--- src/source/ppu_reg_pkg.sv ---
// ######################################
// LCD register map; all registers reset to zero
// ######################################
package ppu_reg_pkg;

    typedef logic [15:0] cpu_addr_t;
    typedef logic [7:0]  reg_byte_t;

    localparam cpu_addr_t addr_lcdc = 16'hFF40;
    localparam cpu_addr_t addr_stat = 16'hFF41;
    localparam cpu_addr_t addr_scy  = 16'hFF42;
    localparam cpu_addr_t addr_scx  = 16'hFF43;
    localparam cpu_addr_t addr_ly   = 16'hFF44; // read only
    localparam cpu_addr_t addr_lyc  = 16'hFF45;
    localparam cpu_addr_t addr_bgp  = 16'hFF47; // stored, not applied

    localparam int lcdc_bg_en    = 0;
    localparam int lcdc_map_sel  = 3;
    localparam int lcdc_tile_sel = 4;
    localparam int lcdc_lcd_en   = 7;

    localparam int stat_hblank_ie = 3;
    localparam int stat_vblank_ie = 4;
    localparam int stat_scan_ie   = 5;
    localparam int stat_lyc_ie    = 6;

    localparam reg_byte_t unmapped_read = 8'hFF;

    // decoded control seen by the timing and fetch blocks
    typedef struct packed {
        logic       lcd_en;
        logic       bg_en;
        logic       map_sel;
        logic       tile_sel;
        logic [3:0] stat_ie;  // STAT bits 6..3
        reg_byte_t  scx;
        reg_byte_t  scy;
        reg_byte_t  lyc;
    } ppu_ctrl_t;

endpackage

--- src/source/ppu_timing_pkg.sv ---
// ######################################
// fixed screen geometry, no parameters
// ######################################
package ppu_timing_pkg;

    typedef logic [8:0]  dot_t;        // dot within a line
    typedef logic [7:0]  line_t;       // LY
    typedef logic [1:0]  px_t;         // colour index
    typedef logic [15:0] vram_addr_t;

    localparam int dots_per_line   = 456;
    localparam int scan_dots       = 80;
    localparam int visible_lines   = 144;
    localparam int lines_per_frame = 154;
    localparam int screen_width    = 160;
    localparam int tile_px         = 8;
    localparam int map_row_tiles   = 32;
    localparam int tile_bytes      = 16;

    localparam vram_addr_t map_base_lo        = 16'h9800;
    localparam vram_addr_t map_base_hi        = 16'h9C00;
    localparam vram_addr_t tile_base_unsigned = 16'h8000;
    localparam vram_addr_t tile_base_signed   = 16'h9000; // tile number is signed here

    // encoding is the STAT mode field
    typedef enum logic [1:0] {
        mode_hblank = 2'd0,
        mode_vblank = 2'd1,
        mode_scan   = 2'd2,
        mode_draw   = 2'd3
    } ppu_mode_e;

    typedef enum logic [2:0] {
        f_idle,
        f_map,
        f_lo,
        f_hi,
        f_full
    } fetch_state_e;

    typedef struct packed {
        logic [7:0] hi;
        logic [7:0] lo;
    } tile_row_t;

    typedef struct packed {
        line_t     ly;
        ppu_mode_e mode;
    } line_pos_t;

endpackage

--- src/source/ppu_bg_fetcher.sv ---
// ######################################
// map, low and high reads on back-to-back cycles
// vram_data must be valid one cycle after vram_rd
// ######################################
module ppu_bg_fetcher
    import ppu_reg_pkg::*;
    import ppu_timing_pkg::*;
(
    input  logic       clk,
    input  logic       rst,
    input  ppu_ctrl_t  ctrl,
    input  line_pos_t  pos,
    input  logic       line_start,
    input  logic       take,
    output logic       vram_rd,
    output vram_addr_t vram_addr,
    input  reg_byte_t  vram_data,
    output tile_row_t  row,
    output logic       row_valid
);

    fetch_state_e state;
    logic [4:0]   col;
    logic [4:0]   col_cur;
    logic         start;
    line_t        ybg;
    vram_addr_t   map_base;
    vram_addr_t   map_addr;
    vram_addr_t   tile_num;
    vram_addr_t   tile_base;
    vram_addr_t   tile_addr;
    vram_addr_t   tile_addr_q;
    reg_byte_t    lo_q;

    assign start   = line_start || (state == f_full && take);
    assign col_cur = line_start ? 5'(ctrl.scx / tile_px) : col;
    assign ybg     = pos.ly + ctrl.scy; // wraps at 256

    always_comb begin
        map_base  = ctrl.map_sel ? map_base_hi : map_base_lo;
        map_addr  = map_base + vram_addr_t'(ybg / tile_px) * vram_addr_t'(map_row_tiles)
                  + vram_addr_t'(col_cur);
        // map byte is on vram_data during f_map
        tile_num  = ctrl.tile_sel ? {8'h00, vram_data} : {{8{vram_data[7]}}, vram_data};
        tile_base = ctrl.tile_sel ? tile_base_unsigned : tile_base_signed;
        tile_addr = tile_base + tile_num * vram_addr_t'(tile_bytes)
                  + vram_addr_t'(2 * (ybg % tile_px));
    end

    always_comb begin
        case (state)
            f_map:   vram_addr = tile_addr;        // low plane
            f_lo:    vram_addr = tile_addr_q + 1'b1; // high plane
            default: vram_addr = map_addr;
        endcase
    end

    assign vram_rd = ctrl.lcd_en && (start || state == f_map || state == f_lo);

    always_ff @(posedge clk) begin
        if (rst || !ctrl.lcd_en) begin
            state     <= f_idle;
            col       <= '0;
            row_valid <= 1'b0;
        end else begin
            row_valid <= 1'b0;
            if (start) begin
                state <= f_map;
                col   <= col_cur + 1'b1; // wraps at 32 tiles
            end else if (pos.mode != mode_draw) begin
                state <= f_idle;
            end else begin
                case (state)
                    f_map: state <= f_lo;
                    f_lo:  state <= f_hi;
                    f_hi: begin
                        state     <= f_full; // hold row until take
                        row_valid <= 1'b1;
                    end
                    default: ;
                endcase
            end
        end
    end

    // bg_en off keeps the timing but stores blank planes
    always_ff @(posedge clk) begin
        if (state == f_map) begin
            tile_addr_q <= tile_addr;
        end
        if (state == f_lo) begin
            lo_q <= ctrl.bg_en ? vram_data : '0;
        end
        if (state == f_hi) begin
            row.hi <= ctrl.bg_en ? vram_data : '0;
            row.lo <= lo_q;
        end
    end

endmodule

--- src/source/ppu_line_timer.sv ---
// ######################################
// one dot per clock while the LCD is on
// held at dot 0, LY 0, scan mode while off
// ######################################
module ppu_line_timer
    import ppu_reg_pkg::*;
    import ppu_timing_pkg::*;
(
    input  logic      clk,
    input  logic      rst,
    input  ppu_ctrl_t ctrl,
    input  logic      lyc_match,
    input  logic      line_done,
    output line_pos_t pos,
    output logic      line_start,
    output logic      irq_vblank,
    output logic      irq_lcdc
);

    dot_t      dot;
    line_t     ly;
    line_t     ly_next;
    ppu_mode_e mode;
    logic      end_of_line;
    logic      stat_cond;
    logic      stat_q;

    assign pos.ly   = ly;
    assign pos.mode = mode;

    assign end_of_line = (dot == dot_t'(dots_per_line - 1));
    assign ly_next     = (ly == line_t'(lines_per_frame - 1)) ? '0 : ly + 1'b1;

    // V-blank only counts through its own enable bit
    assign stat_cond = ctrl.lcd_en && (
        (ctrl.stat_ie[stat_lyc_ie - stat_hblank_ie] && lyc_match) ||
        (ctrl.stat_ie[0] && mode == mode_hblank) ||
        (ctrl.stat_ie[stat_vblank_ie - stat_hblank_ie] && mode == mode_vblank) ||
        (ctrl.stat_ie[stat_scan_ie - stat_hblank_ie] && mode == mode_scan));

    always_ff @(posedge clk) begin
        if (rst || !ctrl.lcd_en) begin
            dot        <= '0;
            ly         <= '0;
            mode       <= mode_scan;
            line_start <= 1'b0;
            irq_vblank <= 1'b0;
            stat_q     <= 1'b0;
            irq_lcdc   <= 1'b0;
        end else begin
            line_start <= (mode == mode_scan) && (dot == dot_t'(scan_dots - 1)); // first draw dot
            irq_vblank <= end_of_line && (ly == line_t'(visible_lines - 1));
            stat_q     <= stat_cond;
            irq_lcdc   <= stat_cond && !stat_q; // rising edge only
            if (end_of_line) begin
                dot  <= '0;
                ly   <= ly_next;
                mode <= (ly_next >= line_t'(visible_lines)) ? mode_vblank : mode_scan;
            end else begin
                dot <= dot + 1'b1;
                case (mode)
                    mode_scan: if (dot == dot_t'(scan_dots - 1)) mode <= mode_draw;
                    mode_draw: if (line_done) mode <= mode_hblank; // length varies with SCX
                    default: ;
                endcase
            end
        end
    end

endmodule

--- src/source/ppu_pixel_shifter.sv ---
// ######################################
// shifts 160 pixels per line, MSB first
// first SCX mod 8 pixels are dropped
// ######################################
module ppu_pixel_shifter
    import ppu_reg_pkg::*;
    import ppu_timing_pkg::*;
(
    input  logic      clk,
    input  logic      rst,
    input  ppu_ctrl_t ctrl,
    input  logic      line_start,
    input  tile_row_t row,
    input  logic      row_valid,
    output logic      take,
    output px_t       px,
    output logic      px_valid,
    output logic      line_done
);

    logic [7:0] plane_hi;
    logic [7:0] plane_lo;
    logic [2:0] left;     // pixels left after the current one
    logic [3:0] discard;
    logic [7:0] vis;
    logic       active;
    logic       pend;     // row arrived while still shifting
    logic       done;
    logic       shift_en;
    logic       last_px;
    logic       final_px;

    assign shift_en = active && !done;
    assign last_px  = shift_en && (left == '0);
    assign px_valid = shift_en && (discard == '0) && ctrl.lcd_en;
    assign final_px = px_valid && (vis == 8'(screen_width - 1));
    // no take after the last pixel, so the fetcher stays off the bus in hblank
    assign take     = !done && !final_px
                   && ((!active && row_valid) || (last_px && (pend || row_valid)));
    assign px       = {plane_hi[7], plane_lo[7]};

    always_ff @(posedge clk) begin
        if (rst || !ctrl.lcd_en || line_start) begin
            active    <= 1'b0;
            left      <= '0;
            pend      <= 1'b0;
            done      <= 1'b0;
            vis       <= '0;
            line_done <= 1'b0;
            discard   <= (rst || !ctrl.lcd_en) ? '0 : 4'(ctrl.scx % tile_px);
        end else begin
            line_done <= final_px;
            if (final_px) done <= 1'b1;
            if (px_valid) vis <= vis + 1'b1;
            if (shift_en && discard != '0) discard <= discard - 1'b1;
            if (take) pend <= 1'b0;
            else if (row_valid && !done) pend <= 1'b1;
            if (take) begin
                active <= 1'b1;
                left   <= 3'(tile_px - 1);
            end else if (last_px) begin
                active <= 1'b0; // ran dry
            end else if (shift_en) begin
                left <= left - 1'b1;
            end
        end
    end

    always_ff @(posedge clk) begin
        if (take) begin
            plane_hi <= row.hi;
            plane_lo <= row.lo;
        end else if (shift_en) begin
            plane_hi <= {plane_hi[6:0], 1'b0};
            plane_lo <= {plane_lo[6:0], 1'b0};
        end
    end

endmodule

--- src/source/ppu_regs.sv ---
// ######################################
// CPU register file, read data valid one cycle after cpu_rd
// writes to LY and STAT bits 2..0 are dropped
// ######################################
module ppu_regs
    import ppu_reg_pkg::*;
    import ppu_timing_pkg::*;
(
    input  logic      clk,
    input  logic      rst,
    input  cpu_addr_t cpu_addr,
    input  logic      cpu_wr,
    input  logic      cpu_rd,
    input  reg_byte_t cpu_wdata,
    input  line_pos_t pos,
    output reg_byte_t cpu_rdata,
    output ppu_ctrl_t ctrl,
    output logic      lyc_match
);

    reg_byte_t  lcdc;
    logic [3:0] stat_ie;
    reg_byte_t  scy;
    reg_byte_t  scx;
    reg_byte_t  lyc;
    reg_byte_t  bgp;

    assign lyc_match = (pos.ly == lyc); // live coincidence, also STAT bit 2

    always_ff @(posedge clk) begin
        if (rst) begin
            lcdc    <= '0;
            stat_ie <= '0;
            scy     <= '0;
            scx     <= '0;
            lyc     <= '0;
            bgp     <= '0;
        end else if (cpu_wr) begin
            case (cpu_addr)
                addr_lcdc: lcdc    <= cpu_wdata;
                addr_stat: stat_ie <= cpu_wdata[stat_lyc_ie:stat_hblank_ie];
                addr_scy:  scy     <= cpu_wdata;
                addr_scx:  scx     <= cpu_wdata;
                addr_lyc:  lyc     <= cpu_wdata;
                addr_bgp:  bgp     <= cpu_wdata;
                default: ;
            endcase
        end
    end

    always_ff @(posedge clk) begin
        if (rst) begin
            cpu_rdata <= '0;
        end else if (cpu_rd) begin
            case (cpu_addr)
                addr_lcdc: cpu_rdata <= lcdc;
                addr_stat: cpu_rdata <= {1'b1, stat_ie, lyc_match, pos.mode};
                addr_scy:  cpu_rdata <= scy;
                addr_scx:  cpu_rdata <= scx;
                addr_ly:   cpu_rdata <= pos.ly;
                addr_lyc:  cpu_rdata <= lyc;
                addr_bgp:  cpu_rdata <= bgp;
                default:   cpu_rdata <= unmapped_read; // DMA, OBPx and window included
            endcase
        end
    end

    always_comb begin
        ctrl.lcd_en   = lcdc[lcdc_lcd_en];
        ctrl.bg_en    = lcdc[lcdc_bg_en];
        ctrl.map_sel  = lcdc[lcdc_map_sel];
        ctrl.tile_sel = lcdc[lcdc_tile_sel];
        ctrl.stat_ie  = stat_ie;
        ctrl.scx      = scx;
        ctrl.scy      = scy;
        ctrl.lyc      = lyc;
    end

endmodule

--- src/source/ppu_top.sv ---
// ######################################
// background-only PPU, no sprites or window
// ######################################
module ppu_top
    import ppu_reg_pkg::*;
    import ppu_timing_pkg::*;
(
    input  logic       clk,
    input  logic       rst,
    input  cpu_addr_t  cpu_addr,
    input  logic       cpu_wr,
    input  logic       cpu_rd,
    input  reg_byte_t  cpu_wdata,
    output reg_byte_t  cpu_rdata,
    output logic       vram_rd,
    output vram_addr_t vram_addr,
    input  reg_byte_t  vram_data,
    output px_t        px,
    output logic       px_valid,
    output logic       irq_vblank,
    output logic       irq_lcdc,
    output ppu_mode_e  mode
);

    ppu_ctrl_t ctrl;
    line_pos_t pos;
    logic      lyc_match;
    logic      line_start;
    logic      line_done;
    tile_row_t row;
    logic      row_valid;
    logic      take;

    assign mode = pos.mode;

    ppu_regs u_regs (
        .clk(clk), .rst(rst),
        .cpu_addr(cpu_addr), .cpu_wr(cpu_wr), .cpu_rd(cpu_rd), .cpu_wdata(cpu_wdata),
        .pos(pos), .cpu_rdata(cpu_rdata), .ctrl(ctrl), .lyc_match(lyc_match)
    );

    ppu_line_timer u_timer (
        .clk(clk), .rst(rst), .ctrl(ctrl), .lyc_match(lyc_match), .line_done(line_done),
        .pos(pos), .line_start(line_start), .irq_vblank(irq_vblank), .irq_lcdc(irq_lcdc)
    );

    ppu_bg_fetcher u_fetch (
        .clk(clk), .rst(rst), .ctrl(ctrl), .pos(pos), .line_start(line_start), .take(take),
        .vram_rd(vram_rd), .vram_addr(vram_addr), .vram_data(vram_data),
        .row(row), .row_valid(row_valid)
    );

    ppu_pixel_shifter u_shift (
        .clk(clk), .rst(rst), .ctrl(ctrl), .line_start(line_start),
        .row(row), .row_valid(row_valid), .take(take),
        .px(px), .px_valid(px_valid), .line_done(line_done)
    );

endmodule

--- config.mk ---
export PLATFORM = sky130hd
export DESIGN_NAME = ppu_top
export DESIGN_NICKNAME = d
export VERILOG_FILES = /design/src/source/ppu_reg_pkg.sv /design/src/source/ppu_timing_pkg.sv /design/src/source/ppu_bg_fetcher.sv /design/src/source/ppu_line_timer.sv /design/src/source/ppu_pixel_shifter.sv /design/src/source/ppu_regs.sv /design/src/source/ppu_top.sv
export SDC_FILE = /design/constraint.sdc
export NUM_CORES = 1
export LEC_CHECK = 0
export ABC_AREA = 1
export CAP_MARGIN = 10
export CORE_MARGIN = 3
export CORE_UTILIZATION = 50
export CTS_BUF_LIST = sky130_fd_sc_hd__clkbuf_2 sky130_fd_sc_hd__clkbuf_4 sky130_fd_sc_hd__clkbuf_8
export DETAILED_ROUTE_END_ITERATION = 10
export DONT_BUFFER_PORTS = 1
export PLACE_DENSITY = 0.72
export SETUP_SLACK_MARGIN = 0.4
export SYNTH_ARGS = -nofsm -noshare
export SYNTH_HDL_FRONTEND = slang
export SYNTH_SLANG_ARGS = --single-unit
--- constraint.sdc ---
create_clock -name clk -period 2 [get_ports clk]
set_input_delay 0.1 -clock clk [delete_from_list [all_inputs] [get_ports clk]]
set_output_delay 0.1 -clock clk [all_outputs]
set_load 0.02 [all_outputs]
==> results.toml <==
[clocking]
cts_max_path_buffers = 2
cts_root_buf = "clkbuf_8"
cts_buffers = 17
h-tree-depth = 4
clkLatencyLatePin_ns = 0.50
clk_pin_slew_ns = 0.09
cts_sinks = 157
cts_tree = "yes"

[sta]
min_period_ns = 2.22
rsz0062_at_grt = "yes"
slew_headroom = 0.475
setup_ws_ns = -0.224
fmax_mhz = 450
slew_viol_final = 0
tightest_slew_ns = 0.780
setup_viol_count_final = 9
skew_ns = 0.0194
period_share = 1.11
hold_viol = 0

[logic_synthesis]
yosysTopAreaCell = "dfxtp_1"
yosys-top-cells-count = "194 x nand2_1, 118 x inv_1, 104 x nor2_1, 99 x dfxtp_1, 77 x o21ai_0"
yosysUniqueCellTypes = 46
synth_area_leaders = "dfxtp_1 26%, edfxtp_1 23%, nand2_1 9.6%"
synth_top_area_frac = 0.261
ys_seq_elements = 157
syn_inst = 948
synth_warnings = 0
synth_edf_count = 58
syn_area_um2 = 7580
ys_seq_area_frac = 0.491
syn_nets = 1001
synth.most_common_cell = "nand2_1"
ys.flop_type = "dfxtp_1"
syn_avg_cell_area_um2 = 8.00
async_flop_share = 0

[die]
core-area_um2 = 14700
die_h_um = 129
die_w_um = 129
num_rows = 44
ios = 68
die_area_um2 = 16700
initial_core_util = 0.516

[layout]
drive_above_1_share = 0.325
fillers = 986
nNetsFinal = 1119
final_util = 0.704
syn2layout_area_growth_pct = 36.6
diodes = 0

[setup_path]
arrival_ns = 2.12
critPathMaxFanout = 2
cp-startpoint = "u_timer.ly[0]"
path_class = "register to primary output"
endpoint_kind = "primary output"
cp-start-kind = "register"
cp.required_ns = 1.90
worstReg2RegStart = "u_shift.discard[1]"

[drt]
vias_per_cell = 5.64
routedWlPerCell_um = 18.9
wl_met3_um = 1380
dr_wl_met2_um = 12100
wl_um = 23800
postRouteAntennaNets = 0
met1Wirelength_um = 9310
first_pass_iters = 5
route.detailed.drc = 0
first_iter_violations = 638
routed.top_layer = "met4"
vias = 7123

[pwr]
power.density_nw_per_um2 = 572
irDropWorstVdd_v = 0.000462
p_leak_nw = 4.19

[worst_hold_path]
min_path_type = "input port to register"
worst_hold_startpoint = "cpu_addr[3]"

[placed_design]
place_ws_ns = -0.0117
port_buffers = 0
place_congestion = 0.944
hpwl_um = 12600

[global_routing]
grt_first_pass_wirelength_um = 32400
antenna_found_initial = 0
grt_pass1_vias = 6391
grt_max_degree = 53
grt_usage = 0.251
grt_overflow = 0

[job]
cap_violations = 0

[status]
status = "finished with violations"
violations = "setup timing"
==> final timing paths <==
check	endpoint	slack, ns	depth (start not counted)
worst max-delay path	vram_addr[6]	-0.22	11
worst min register to register	u_fetch.row[0]	0.43	0
worst max register to register	u_shift.done	-0.12	15
worst min-delay path	u_regs.scx[7]	0.04	3
==> layer usage <==
metal	global-route usage	vias up
li1	-	3348
met1	0.316	3385
met2	0.427	305
met3	0.0503	85
met4	0.0964	0
met5	0	-
==> kinds of logic after synthesis <==
group,after synthesis,share of synthesized area
AO/OA/AOI/OAI,187,0.130
other,2,0.000991
XOR/XNOR,13,0.0150
AND/OR/NAND/NOR,418,0.250
adder cells (fa/ha/maj),17,0.0290
flip-flops,157,0.491
buffers and inverters,154,0.0837
==> cells in the final DEF (no fill, tap or decap), types with 8 or more instances in the layout <==
master	netlist	final
nand2_1	194	138
inv_1	118	103
nor2_1	104	90
dfxtp_1	99	77
o21ai_0	77	69
a21oi_1	75	63
edfxtp_1	58	58
buf_4	8	49
nand2_2	11	45
nand3_1	64	44
buf_6	2	36
nand2_4	4	23
dlygate4sd3_1	0	21
clkbuf_8	0	17
o21ai_1	15	16
nand3_2	5	14
a21oi_2	2	14
dfxtp_2	0	13
inv_2	9	12
nor2_4	4	12
nand3_4	0	11
nor2_2	4	10
o21ai_2	4	9
dfxtp_4	0	9
nand4_1	8	8
==> worst max-delay path: stages, from the launching register on <==
cell and delay, ns:
dfxtp_4 0.36, ha_4 0.16, fa_2 0.36, nand3_2 0.09, nand3_2 0.07, nand2_2 0.08, buf_4 0.11, buf_6 0.08
buf_6 0.08, buf_6 0.08, nand3_4 0.07, nand3_4 0.10
==> stage by stage <==
step | total power (W) | setup TNS, ns | std cells | hold WS [ns] | instance area [um^2]
finish | 0.00593 | -0.953 | 1263 | 0.0415 | 10400
detailed placement | 0.00347 | -0.0252 | 1124 | 0.199 | 7880
global placement | 0.00346 | 0 | 1124 | 0.199 | 7880
CTS | 0.00592 | -0.608 | 1235 | 0.00866 | 9530
global route | 0.00606 | -2.41 | 1263 | 0.0469 | 10400
floorplan | 0.00345 | 0 | 948 | 0.199 | 7650
==> area by class of cell <==
class,count,area (um^2),area share
Clock inverter,14,160,0.0155
Sequential cell,157,3770,0.364
Timing Repair inverter,1,8.76,0.000846
Timing Repair Buffer,123,1360,0.131
Multi-Input combinational cell,638,4030,0.389
Tap cell,184,230,0.0222
Clock buffer,18,241,0.0233
Inverter,128,551,0.0532
==> where the power goes <==
group          switching, W  leakage, nW  internal [W]
clock network       0.00133        0.198       0.00115
registers         0.0000207         1.36       0.00329
logic             0.0000850         2.63     0.0000519
total               0.00144         4.19       0.00449
==> flip-flops by register name (all words and copies together) (netlist names), 2 cells and up <==
register and cells:
u_fetch.row 16, u_shift.left 3, u_fetch.state 3, u_regs.lyc 8, u_regs.lcdc 8, u_shift.plane_hi 8
u_regs.scx 8, u_shift.discard 4, u_fetch.col 5, u_shift.plane_lo 8, u_regs.stat_ie 4, u_fetch.lo_q 8
u_timer.ly 8, u_regs.bgp 8, u_regs.scy 8, u_fetch.tile_addr_q 14, u_regs.cpu_rdata 8, u_timer.mode 2
u_shift.vis 8, u_timer.dot 9
==> repair_timing <==
| action | 4_1_cts | 5_1_grt |
|---|---|---|
| gates resized for setup | 147 | 149 |
| endpoints found under the setup margin | 77 | 117 |
| pin swaps | 30 | 41 |
| hold buffers | 21 | 0 |
| endpoints found under the hold margin | 99 | 0 |
| gates cloned | 6 | 3 |
| buffers inserted | 52 | 25 |
Power figures use the tool's default switching activity.
